## config.mk

```make
export PLATFORM = sky130hd
export DESIGN_NAME = astro_io_top
export DESIGN_NICKNAME = d
export VERILOG_FILES = /design/src/design/astro_pkg.sv /design/src/design/astro_game_config.sv /design/src/design/astro_key_capture.sv /design/src/design/astro_switch_matrix.sv /design/src/design/astro_audio_mix.sv /design/src/design/astro_video_post.sv /design/src/design/astro_io_top.sv
export VERILOG_INCLUDE_DIRS = /design/src /design/src/design
export SDC_FILE = /design/constraint.sdc
export NUM_CORES = 1
export LEC_CHECK = 0
export ABC_AREA = 0
export BUFFER_PORTS_ARGS = -buffer_cell sky130_fd_sc_hd__buf_2
export CORE_MARGIN = 3
export CORE_UTILIZATION = 45
export CTS_CLUSTER_SIZE = 16
export DETAILED_ROUTE_END_ITERATION = 10
export HOLD_SLACK_MARGIN = 0.12
export PLACE_DENSITY = 0.82
export SYNTH_ARGS = -nofsm -noshare
export SYNTH_HDL_FRONTEND = slang
export SYNTH_SLANG_ARGS = --single-unit
```

## constraint.sdc

```tcl
create_clock -name clk_sys -period 2 [get_ports clk_sys]
set_input_delay 0.1 -clock clk_sys [delete_from_list [all_inputs] [get_ports clk_sys]]
set_output_delay 0.1 -clock clk_sys [all_outputs]
set_load 0.05 [all_outputs]
```

## src/design/astro_cfg.svh

```systemverilog
//============================
// Board-level constants for the Astrocade player I/O
// Host download indexes, DIP bank size, idle row value
// Screen edge limits and the interlace line fold
//============================

`ifndef ASTRO_CFG_SVH
`define ASTRO_CFG_SVH

//============================
// Host configuration indexes
//============================
// Game select byte
`define ASTRO_IDX_GAME 8'd1
// DIP switch bytes, one per address
`define ASTRO_IDX_DIP 8'd254
`define ASTRO_DIP_BANKS 8

// Switch matrix answer when nothing is selected
`define ASTRO_ROW_IDLE 8'hff

// Raw joystick word from the host
`define ASTRO_JOY_BITS 16

//============================
// Video geometry
//============================
// Second field starts here in the interlaced count
`define ASTRO_LINE_FOLD 11'd264
`define ASTRO_LINE_SUB 11'd263
// Blank at or above the bottom line, at or below the top line
`define ASTRO_VTOP 11'd21
`define ASTRO_VBOT 11'd260
// Left edge, blank at or below this pixel
`define ASTRO_HLEFT 9'd70

`endif

```

## src/design/astro_pkg.sv

```systemverilog
//============================
// Shared types for the player I/O glue
// Game codes, button groups, keyboard event, pixel
//============================

`include "astro_cfg.svh"

package astro_pkg;

	//============================
	// Game select
	//============================
	// Values follow the host's game codes
	typedef enum logic [2:0] {
		none       = 3'd0,
		space_zap  = 3'd3,
		wizard_wor = 3'd5,
		robby_roto = 3'd6
	} game_t;

	//============================
	// Buttons, all active high
	//============================
	// One player's stick and two fire buttons
	typedef struct packed {
		logic up;
		logic down;
		logic left;
		logic right;
		logic fire1;
		logic fire2;
	} player_btn_t;

	// Cabinet buttons shared by both players
	typedef struct packed {
		logic start1;
		logic start2;
		logic coin;
	} sys_btn_t;

	// Keyboard event from the host
	// Toggle flips once per event, code bit 8 marks an extended key
	typedef struct packed {
		logic       toggle;
		logic       pressed;
		logic [8:0] code;
	} ps2_key_t;

	// 4-bit per channel pixel
	typedef struct packed {
		logic [3:0] r;
		logic [3:0] g;
		logic [3:0] b;
	} rgb_t;

endpackage

```

## src/design/astro_game_config.sv

```systemverilog
//============================
// Game select register and DIP switch bank
// Both loaded through the host configuration strobe
//============================

`timescale 1ns/100ps

`include "astro_cfg.svh"

module astro_game_config (
	input  logic                            clk_sys,
	input  logic                            reset,
	input  logic                            cfg_wr,
	input  logic [7:0]                      cfg_index,
	input  logic [2:0]                      cfg_addr,
	input  logic [7:0]                      cfg_data,
	output astro_pkg::game_t                game,
	output logic [8*`ASTRO_DIP_BANKS-1:0]   dip
);
	import astro_pkg::*;

	// Host code to game, unknown codes give none
	function automatic game_t decode_game(input logic [7:0] code);
		game_t sel;
		case (code)
			8'd3:    sel = space_zap;
			8'd5:    sel = wizard_wor;
			8'd6:    sel = robby_roto;
			default: sel = none;
		endcase
		return sel;
	endfunction

	// Write qualifiers
	logic game_wr;
	logic dip_wr;

	assign game_wr = cfg_wr && (cfg_index == `ASTRO_IDX_GAME);
	assign dip_wr  = cfg_wr && (cfg_index == `ASTRO_IDX_DIP);

	//============================
	// Registers
	//============================
	always_ff @(posedge clk_sys or posedge reset) begin
		if (reset) begin
			game <= none;
			dip  <= '0;
		end else begin
			// Game code takes effect on the write edge
			if (game_wr) begin
				game <= decode_game(cfg_data);
			end
			// Address picks the DIP byte
			if (dip_wr) begin
				dip[{cfg_addr, 3'b000} +: 8] <= cfg_data;
			end
		end
	end

endmodule

```

## src/design/astro_key_capture.sv

```systemverilog
//============================
// Keyboard button latches for two players
// Merge with the joystick words into player buttons
//============================

`timescale 1ns/100ps

`include "astro_cfg.svh"

module astro_key_capture (
	input  logic                         clk_sys,
	input  logic                         reset,
	input  astro_pkg::ps2_key_t          ps2_key,
	input  logic [`ASTRO_JOY_BITS-1:0]   joy_p1,
	input  logic [`ASTRO_JOY_BITS-1:0]   joy_p2,
	output astro_pkg::player_btn_t       p1,
	output astro_pkg::player_btn_t       p2,
	output astro_pkg::sys_btn_t          sys
);
	import astro_pkg::*;

	// Joystick bits 0..5 are right, left, down, up, fire1, fire2
	function automatic player_btn_t joy_to_btn(input logic [`ASTRO_JOY_BITS-1:0] joy);
		player_btn_t btn;
		btn.up    = joy[3];
		btn.down  = joy[2];
		btn.left  = joy[1];
		btn.right = joy[0];
		btn.fire1 = joy[4];
		btn.fire2 = joy[5];
		return btn;
	endfunction

	logic        toggle_q;
	logic        key_event;
	player_btn_t key_p1;
	player_btn_t key_p2;
	sys_btn_t    key_sys;

	// Any flip of toggle is one new event
	assign key_event = ps2_key.toggle != toggle_q;

	//============================
	// Key latches
	//============================
	always_ff @(posedge clk_sys or posedge reset) begin
		if (reset) begin
			toggle_q <= 1'b0;
			key_p1   <= '0;
			key_p2   <= '0;
			key_sys  <= '0;
		end else begin
			toggle_q <= ps2_key.toggle;
			if (key_event) begin
				case (ps2_key.code)
					// Extended arrow keys
					// Up also matches the plain code
					9'h075, 9'h175: key_p1.up    <= ps2_key.pressed;
					9'h172:         key_p1.down  <= ps2_key.pressed;
					9'h16b:         key_p1.left  <= ps2_key.pressed;
					9'h174:         key_p1.right <= ps2_key.pressed;
					// Ctrl and space
					9'h014:         key_p1.fire1 <= ps2_key.pressed;
					9'h029:         key_p1.fire2 <= ps2_key.pressed;
					// F1/F2/F3 or the MAME keys 1, 2, 5
					9'h005, 9'h016: key_sys.start1 <= ps2_key.pressed;
					9'h006, 9'h01e: key_sys.start2 <= ps2_key.pressed;
					9'h004, 9'h02e: key_sys.coin   <= ps2_key.pressed;
					// Player 2 on R F D G, A and S
					9'h02d:         key_p2.up    <= ps2_key.pressed;
					9'h02b:         key_p2.down  <= ps2_key.pressed;
					9'h023:         key_p2.left  <= ps2_key.pressed;
					9'h034:         key_p2.right <= ps2_key.pressed;
					9'h01c:         key_p2.fire1 <= ps2_key.pressed;
					9'h01b:         key_p2.fire2 <= ps2_key.pressed;
					default: ;
				endcase
			end
		end
	end

	//============================
	// Merge with joysticks
	//============================
	assign p1 = key_p1 | joy_to_btn(joy_p1);
	assign p2 = key_p2 | joy_to_btn(joy_p2);

	// Cabinet buttons live on player 1 bits 6..8
	assign sys = key_sys | {joy_p1[6], joy_p1[7], joy_p1[8]};

endmodule

```

## src/design/astro_switch_matrix.sv

```systemverilog
//============================
// Switch matrix row answer per column strobe
// Game specific layouts, active low buttons
//============================

`timescale 1ns/100ps

`include "astro_cfg.svh"

module astro_switch_matrix (
	input  logic [7:0]                      col_select,
	input  astro_pkg::game_t                game,
	input  logic [8*`ASTRO_DIP_BANKS-1:0]   dip,
	input  astro_pkg::player_btn_t          p1,
	input  astro_pkg::player_btn_t          p2,
	input  astro_pkg::sys_btn_t             sys,
	input  logic                            speech_busy,
	output logic [7:0]                      row_data
);
	import astro_pkg::*;

	// Low nibble shared by every stick column: right, left, down, up
	function automatic logic [3:0] stick_bits(input player_btn_t btn);
		return {~btn.right, ~btn.left, ~btn.down, ~btn.up};
	endfunction

	logic [7:0] dip_b2;
	logic [7:0] dip_b3;

	assign dip_b2 = dip[23:16];
	assign dip_b3 = dip[31:24];

	//============================
	// Row select
	//============================
	always_comb begin
		row_data = `ASTRO_ROW_IDLE;
		// Column 08 is DIP byte 3 on every kept game
		if (game != none && col_select == 8'h08) begin
			row_data = dip_b3;
		end
		case (game)
			space_zap: begin
				case (col_select)
					8'h01: row_data = {2'b11, ~sys.start2, ~sys.start1, dip_b2[1], 1'b1,
						~sys.coin, 1'b1};
					8'h02: row_data = {3'b111, ~p2.fire1, stick_bits(p2)};
					8'h04: row_data = {2'b11, dip_b2[0], ~p1.fire1, stick_bits(p1)};
					default: ;
				endcase
			end
			wizard_wor: begin
				// Fire2 reads uninverted on this board
				case (col_select)
					8'h01: row_data = {dip_b2[2], ~sys.start2, ~sys.start1, 1'b1, dip_b2[1],
						1'b1, ~sys.coin, 1'b1};
					8'h02: row_data = {2'b11, ~p2.fire1, p2.fire2, stick_bits(p2)};
					// Speech chip busy on bit 7
					8'h04: row_data = {speech_busy, 1'b1, ~p1.fire1, p1.fire2, stick_bits(p1)};
					default: ;
				endcase
			end
			robby_roto: begin
				case (col_select)
					8'h01: row_data = {1'b0, ~sys.start2, ~sys.start1, 1'b1, dip_b2[1], 1'b1,
						~sys.coin, 1'b1};
					8'h02: row_data = {2'b11, ~p2.fire1, 1'b1, stick_bits(p2)};
					8'h04: row_data = {2'b11, ~p1.fire1, 1'b1, stick_bits(p1)};
					default: ;
				endcase
			end
			default: ;
		endcase
	end

endmodule

```

## src/design/astro_audio_mix.sv

```systemverilog
//============================
// Audio mixer, chip and speech samples
// Registered 16-bit left and right
//============================

`timescale 1ns/100ps

`include "astro_cfg.svh"

module astro_audio_mix (
	input  logic              clk_sys,
	input  logic              reset,
	input  astro_pkg::game_t  game,
	input  logic [7:0]        chip_l,
	input  logic [7:0]        chip_r,
	input  logic [15:0]       sample_l,
	input  logic [15:0]       sample_r,
	output logic [15:0]       audio_l,
	output logic [15:0]       audio_r
);
	import astro_pkg::*;

	logic [15:0] wow_l;
	logic [15:0] wow_r;
	logic [15:0] mix_l;
	logic [15:0] mix_r;

	// Speech is loud, so it goes in at a quarter
	assign wow_l = {1'b0, chip_l, chip_l[7:2]} + {2'b00, sample_l[15:2]};
	assign wow_r = {1'b0, chip_r, chip_r[7:2]} + {2'b00, sample_r[15:2]};

	always_comb begin
		case (game)
			wizard_wor: begin
				mix_l = wow_l;
				mix_r = wow_r;
			end
			// Two sound chips, true stereo
			robby_roto: begin
				mix_l = {chip_l, chip_l};
				mix_r = {chip_r, chip_r};
			end
			// Single chip, mono on both sides
			default: begin
				mix_l = {chip_l, chip_l};
				mix_r = {chip_l, chip_l};
			end
		endcase
	end

	always_ff @(posedge clk_sys or posedge reset) begin
		if (reset) begin
			audio_l <= '0;
			audio_r <= '0;
		end else begin
			audio_l <= mix_l;
			audio_r <= mix_r;
		end
	end

endmodule

```

## src/design/astro_video_post.sv

```systemverilog
//============================
// Video post stage
// Line fold, edge blanking, Space Zap mono recolor
//============================

`timescale 1ns/100ps

`include "astro_cfg.svh"

module astro_video_post (
	input  logic                            clk_sys,
	input  logic                            reset,
	input  astro_pkg::game_t                game,
	input  logic [8*`ASTRO_DIP_BANKS-1:0]   dip,
	input  logic [8:0]                      hcount,
	input  logic [10:0]                     vcount,
	input  astro_pkg::rgb_t                 rgb_in,
	output astro_pkg::rgb_t                 rgb_out
);
	import astro_pkg::*;

	logic [10:0] line;
	logic        edge_blank;
	logic        mono;
	rgb_t        pix_next;

	// Second interlaced field maps back onto the first
	assign line = (vcount >= `ASTRO_LINE_FOLD) ? vcount - `ASTRO_LINE_SUB : vcount;

	assign edge_blank = (line >= `ASTRO_VBOT) || (line <= `ASTRO_VTOP) ||
		(hcount <= `ASTRO_HLEFT);

	// DIP byte 0 bit 1 selects mono
	assign mono = (game == space_zap) && dip[1];

	//============================
	// Pixel rules
	//============================
	always_comb begin
		pix_next = rgb_in;
		// Later match overrides earlier
		if (mono) begin
			if (rgb_in.g == 4'd15 && rgb_in.b == 4'd4) begin
				pix_next = '{r: 4'd14, g: 4'd14, b: 4'd14};
			end
			if (rgb_in.b == 4'd11) begin
				pix_next = '{r: 4'd10, g: 4'd10, b: 4'd10};
			end
			if (rgb_in.g == 4'd4) begin
				pix_next = '{r: 4'd8, g: 4'd8, b: 4'd8};
			end
		end
		// Edges always black
		if (edge_blank) begin
			pix_next = '0;
		end
	end

	always_ff @(posedge clk_sys or posedge reset) begin
		if (reset) begin
			rgb_out <= '0;
		end else begin
			rgb_out <= pix_next;
		end
	end

endmodule

```

## src/design/astro_io_top.sv

```systemverilog
//============================
// Player I/O glue top level
// Config, keys, matrix, audio, video
//============================

`timescale 1ns/100ps

`include "astro_cfg.svh"

module astro_io_top (
	input  logic                         clk_sys,
	input  logic                         reset,
	// Host configuration strobe
	input  logic                         cfg_wr,
	input  logic [7:0]                   cfg_index,
	input  logic [2:0]                   cfg_addr,
	input  logic [7:0]                   cfg_data,
	// Player controls
	input  astro_pkg::ps2_key_t          ps2_key,
	input  logic [`ASTRO_JOY_BITS-1:0]   joy_p1,
	input  logic [`ASTRO_JOY_BITS-1:0]   joy_p2,
	// CPU switch matrix
	input  logic [7:0]                   col_select,
	output logic [7:0]                   row_data,
	input  logic                         speech_busy,
	// Sound
	input  logic [7:0]                   chip_l,
	input  logic [7:0]                   chip_r,
	input  logic [15:0]                  sample_l,
	input  logic [15:0]                  sample_r,
	output logic [15:0]                  audio_l,
	output logic [15:0]                  audio_r,
	// Video counters and pixel
	input  logic [8:0]                   hcount,
	input  logic [10:0]                  vcount,
	input  astro_pkg::rgb_t              rgb_in,
	output astro_pkg::rgb_t              rgb_out
);
	import astro_pkg::*;

	game_t                            game;
	logic [8*`ASTRO_DIP_BANKS-1:0]    dip;
	player_btn_t                      p1;
	player_btn_t                      p2;
	sys_btn_t                         sys;

	astro_game_config u_game_config (
		.clk_sys, .reset, .cfg_wr, .cfg_index, .cfg_addr, .cfg_data, .game, .dip
	);

	astro_key_capture u_key_capture (
		.clk_sys, .reset, .ps2_key, .joy_p1, .joy_p2, .p1, .p2, .sys
	);

	astro_switch_matrix u_switch_matrix (
		.col_select, .game, .dip, .p1, .p2, .sys, .speech_busy, .row_data
	);

	astro_audio_mix u_audio_mix (
		.clk_sys, .reset, .game, .chip_l, .chip_r, .sample_l, .sample_r, .audio_l, .audio_r
	);

	astro_video_post u_video_post (
		.clk_sys, .reset, .game, .dip, .hcount, .vcount, .rgb_in, .rgb_out
	);

endmodule

```

# Word level (Yosys, flattened, before mapping)
# Index checks and enable logic that the tools add are counted.
# totals
regBits,127
latch_bits,0
mem_bits_rw,0
romBits,0
inputBits,154
output_inout_bits,52
memories,0
# classes
addsub,4
mul,0
n_div,0
order_cmp,4
eq_ne,36
n_shift,2
muxes,15
bitwise,16
n_reduce_logical,27
# op_table
cell,n
8-bit one-hot mux with 3 select lines,4
64-bit bitwise mux,1
8-bit by 8-bit variable shift with 64-bit output (first input constant),1
8-bit by 8-bit indexed part select with 64-bit output,1
12-bit two-way mux,5
9-bit by 6-bit equality test with 1-bit output (second input constant),6
9-bit by 5-bit equality test with 1-bit output (second input constant),5
9-bit equality test (second input constant),4
16-bit one-hot mux with 2 select lines,1
14-bit by 14-bit adder with 15-bit output,2
2-bit AND reduction,15
9-bit by 3-bit equality test with 1-bit output (second input constant),3
8-bit by 3-bit equality test with 1-bit output (second input constant),3
11-bit by 9-bit greater-or-equal comparator with 1-bit output (second input constant),2
8-bit by 1-bit equality test with 1-bit output (second input constant),2
8-bit by 2-bit equality test with 1-bit output (second input constant),2
16-bit two-way mux,1
1-bit inverter,13
6-bit bitwise OR,2
11-bit by 5-bit less-or-equal comparator with 1-bit output (second input constant),1
11-bit two-way mux,1
11-bit by 9-bit subtractor with 11-bit output (second input constant),1
9-bit by 7-bit equality test with 1-bit output (second input constant),1
9-bit by 7-bit less-or-equal comparator with 1-bit output (second input constant),1
other kinds (15),26

# Logic depth before layout (Yosys ltp)
# logic_depth
depth_word,7
depth_mapped,10

# Modules after synthesis
# Synthesis repeated with hierarchy kept, for this count alone.
# hier_totals
hier_cells,746
area_unflattened_um2,7758.7
# modules_own_cells
mod,instances,cells_per_inst,area_per_inst_um2,seq_area_each_um2
astro_game_config,1,210,3002.9,1676.6
astro_audio_mix,1,274,2446.1,800.8
astro_key_capture,1,93,991.0,400.4
astro_video_post,1,110,933.4,300.3
astro_switch_matrix,1,59,385.4,0.0

# Worst setup path after synthesis
# No wires, ideal clock.
# synth_path
kind,input to output
start,input port col_select[5]
end,output port row_data[5]
t_arrival_ps,2539
required_time_ps,1900
setup_slack_ps,-639
path_stages,7
n_path_buf,1
cell_sequence,nor4_2 nand2b_1 or3_1 buf_2 nor3_1 nor4_1 a311oi_1
# synth_via
elab_chain_cells,5
elab_cells_between_ends,10
cone_classes,4 x eq/ne; 5 x mux; 1 x reduce/logical
# synth_rtl
item,line_no,source
start: declaration,astro_io_top.sv:23,"input logic [7:0] col_select,"
8-bit by 4-bit equality test with 1-bit output,astro_switch_matrix.sv:39,if (game != none && col_select == 8'h08) begin
1-bit logical AND,astro_switch_matrix.sv:39,
8-bit two-way mux,astro_switch_matrix.sv:39,
8-bit one-hot mux with 3 select lines (on tied branches),"astro_switch_matrix.sv:64, astro_switch_matrix.sv:44, astro_switch_matrix.sv:54",
8-bit one-hot mux with 3 select lines (*),astro_switch_matrix.sv:42,case (game)
end: declaration,astro_io_top.sv:24,"output logic [7:0] row_data,"
# Mark *: on every way between the ends. The rest lies on a longest branch, timed or not.

# Worst setup path after layout
# layout_path
start,input port col_select[6]
end,output port row_data[3]
# Same word-level chain as after synthesis.

==> implementation parameters <==
Parameter                              Value

Clocking
  TritonCTS clock tree    done
  Worst-path clk slew    60 ps
  CTS root buffer    clkbuf_16
  Number of buffers on the longest clock path    2
  Clock buffers created by TritonCTS    9
  Clock Sink Count    75
  Clock latency on the worst-skew pair    320 ps
  Maximum level of the CTS H-tree    3

Timing
  Aggregate negative setup slack    0 ps
  Unrepaired setup endpoints after global routing    yes
  Final Hold Vio Count    0
  Highest clock frequency the design can meet    between 500 and 600 MHz
  Final setup violation count    0
  Worst-Margin Slew    752 ps
  Slew Viols, Final    0
  Fin crit period    1990 ps
  Relative max-transition margin    approximately 50%
  Portion of the clock cycle consumed by the worst path in the final layout    between 90% and 100%
  Final setup skew    6.66 ps
  Worst Slack Setup Final    ~7.6 ps

Drt
  Detailed-route wire length    16,600 um
  Number of nets with antenna violations after detailed routing    0
  Pre-antenna DRT Iters    5
  Number of design-rule violations left by the first detailed-router iteration    roughly 440
  Residual DRC count    0
  Vias per std cell    5.63
  Detailed-route via count    5,632
  Wire length per cell    approximately 17 um

Synth
  Number of enable-type register cells in the synthesized netlist    0
  Number of synthesis warnings    0
  Sequential element share of the synthesized area    35.8%
  Post-synthesis register bit count    75
  Post-synth ARST share    100%
  Average cell area after synthesis    roughly 8.7 um^2
  Synthesized cell area    approximately 0.0052 mm^2
  Syn nets    between 700 and 800
  Main synth FF type    dfrtp_1
  Gate count after technology mapping    601
  Synth cell types    66

Placed design
  Sum of net half-perimeters after detailed placement    between 10,000 and 15,000 um
  Port-buffer cells    ~180
  GPL Wtd Cong    between 0.9 and 1
  Placement Setup Slack    -116 ps

Power
  Pwr Density    584 mW/mm^2
  Total design power    4.39 mW
  Static leakage power    roughly 3.6 nW
  Maximum resistive drop on vdd    about 0.36 mV

Floorplanning
  Full die area    roughly 0.013 mm^2
  Horizontal die dimension    between 100 and 150 um
  Die height    114 um
  Initial standard-cell utilization of the core    47.1%
  Site row count    38
  Top-Level Pins    approximately 210
  Core area    about 0.011 mm^2

Global routing
  Number of global-route vias before repair    approximately 5,500
  Global-route wire length before repair    25,900 um
  Initial antenna violation count    0
  Gr usage total    between 20% and 30%
  Pin count of the biggest net entering global routing    34
  Residual overflow from global routing    0

Final layout
  Post-Route Utilization    slightly below 70%
  Total number of nets in the final design    roughly 1,000
  Leading cell types in the layout, fill and taps excluded    buf_2, dfrtp_1, nand2_1
  Number of antenna repair diodes    0
  Area growth from synthesis to final layout    43.4%
  Most common cell after layout, fill and taps aside    buf_2
  Share of cells above drive strength 1    a little over a third

Critical path
  Critical Path RT    ~1900 ps
  CP endpoint kind    primary output
  Critical path, cell by cell    buf_6, nor4_4, nand2b_1, or3_4, buf_6, or3_4, a31oi_4, buf_6
  Capturing point of the worst reg2reg path    u_key_capture.key_p1[4]
  Startpoint types    input pin
  Slack of the worst reg-to-reg path    around 120 ps
  CP arrival    approximately 1900 ps
  Worst R2R Start    u_key_capture.toggle_q
  Cell at the slowest stage of the critical path    or3_4
  Most frequent CP cell    buf_6
  Worst Path Max Fanout    7
  Critical setup path kind    in2out
  Longest individual stage delay on the worst path    roughly 420 ps
  Number of cells on the worst reg-to-reg path    5

Flow run
  Count of max-cap constraint violations    0

Outcome
  Run status    complete, no violations

Min path
  Terminating pin of the worst hold path    u_audio_mix.audio_r[11]
  Hold Path Cell Cnt    3
  Min-Delay Startpoint    chip_r[3]
  Hold Path Class    in2reg
critical path: cells and delay by family:
kind,cells,cell delay [ps]
compound gates,1,180
buf+inv,3,420
simple gates,4,1190
synth_stat cells (3+ instances only):
master     instances  area (um^2)
xnor2_1           10         87.6
buf_2              6         30.0
a211oi_1           3         22.5
a21oi_1           27          135
mux2_2            19          214
a21o_1            10         75.1
nor3_1            31          155
nand4_1            5         31.3
a31oi_1            7         43.8
ha_1              32          400
and3_1             5         31.3
nand4b_1           3         26.3
nand3_1           18         90.1
o211ai_1           4         30.0
a22oi_1            6         45.0
o31ai_1            6         45.0
o2111ai_1          3         26.3
o32a_1             4         40.0
nand2_1           72          270
clkbuf_1          16         60.1
mux2i_1            5         50.1
or3_1              8         50.1
inv_1             21         78.8
o21a_1            12         90.1
xor2_1            15          131
and2_1             3         18.8
o21ai_0           51          255
dfrtp_1           75         1880
nor4_1             4         25.0
nand3b_1           4         30.0
o21bai_1           3         22.5
nand2b_1           6         37.5
nor4b_1            7         61.3
nor3b_1            5         37.5
nor2_1            48          180
nor2b_1            6         37.5
stage by stage:
step                      instance area [um^2]  std cells  hold WS (ps)
after floorplan                           5310        601           131
after global placement                    6670        948           231
after detailed placement                  6670        948           239
after CTS                                 7360        998           120
after global routing                      7510       1000           146
final                                     7510       1000           134
where the power goes:
| part | switching, mW | internal [mW] | leakage, nW | total, mW |
|---|---|---|---|---|
| logic | 0.671 | 0.482 | 2.46 | 1.15 |
| registers | 0.0237 | 1.57 | 0.961 | 1.60 |
| clock network | 0.637 | 1.00 | 0.148 | 1.64 |
| total | 1.33 | 3.06 | 3.57 | 4.39 |
cell type report:
class | count | area [um^2]
sequential | 75 | 1880
tap | 140 | 175
multi-input combinational | 483 | 3390
clock inverter | 6 | 65.1
fill | 865 | 3610
timing repair buffer | 265 | 1680
inverter | 21 | 82.6
clock buffer | 10 | 239
per-layer routing:
layer | track usage (%) | wire (um) | vias to the layer above
met2 | 42.0 | 8150 | 249
met3 | 4.19 | 1230 | 27
li1 | - | - | 2724
met5 | 0 | 0 | -
met4 | 7.28 | 301 | 0
met1 | 32.0 | 6920 | 2632
registers in the layout (all words and copies together), names as in the netlist:
register                count
u_key_capture.key_sys       3
u_game_config.game          3
u_audio_mix.audio_r        16
u_key_capture.toggle_q      1
u_key_capture.key_p1        6
u_key_capture.key_p2        6
u_audio_mix.audio_l        16
u_video_post.rgb_out       12
u_game_config.dip          12
logic make-up after synthesis:
logic type                 Yosys count  synth area share, %
and+or+nand+nor                    237                 22.9
AOI/OAI and AO/OA                  163                 20.4
DFF                                 75                 35.8
buffers and inverters               43                 3.23
adders and majority gates           34                 8.41
xor gates and xnor gates            25                 4.18
muxes                               24                 5.04
worst max path at each step:
stage                     startpoint                      end  slack [ps]
2_1_floorplan          col_select[5]              row_data[5]          -5
3_3_place_gp           col_select[5]              row_data[3]         -60
3_5_place_dp               chip_l[3]  u_audio_mix.audio_l[13]        -120
4_1_cts        u_game_config.game[1]              row_data[0]           2
5_1_grt                col_select[6]              row_data[4]        -100
6_report               col_select[6]              row_data[3]           8
repair_timing:
| action | in CTS | in global routing |
|---|---|---|
| pin swaps | 1 | 12 |
| hold buffers | 32 | 0 |
| endpoints found under the setup margin | 7 | 11 |
| hold endpoints to repair | 75 | 0 |
| buffers inserted | 2 | 2 |
| gates resized for setup | 16 | 31 |
(Power assumes the default switching activity.)
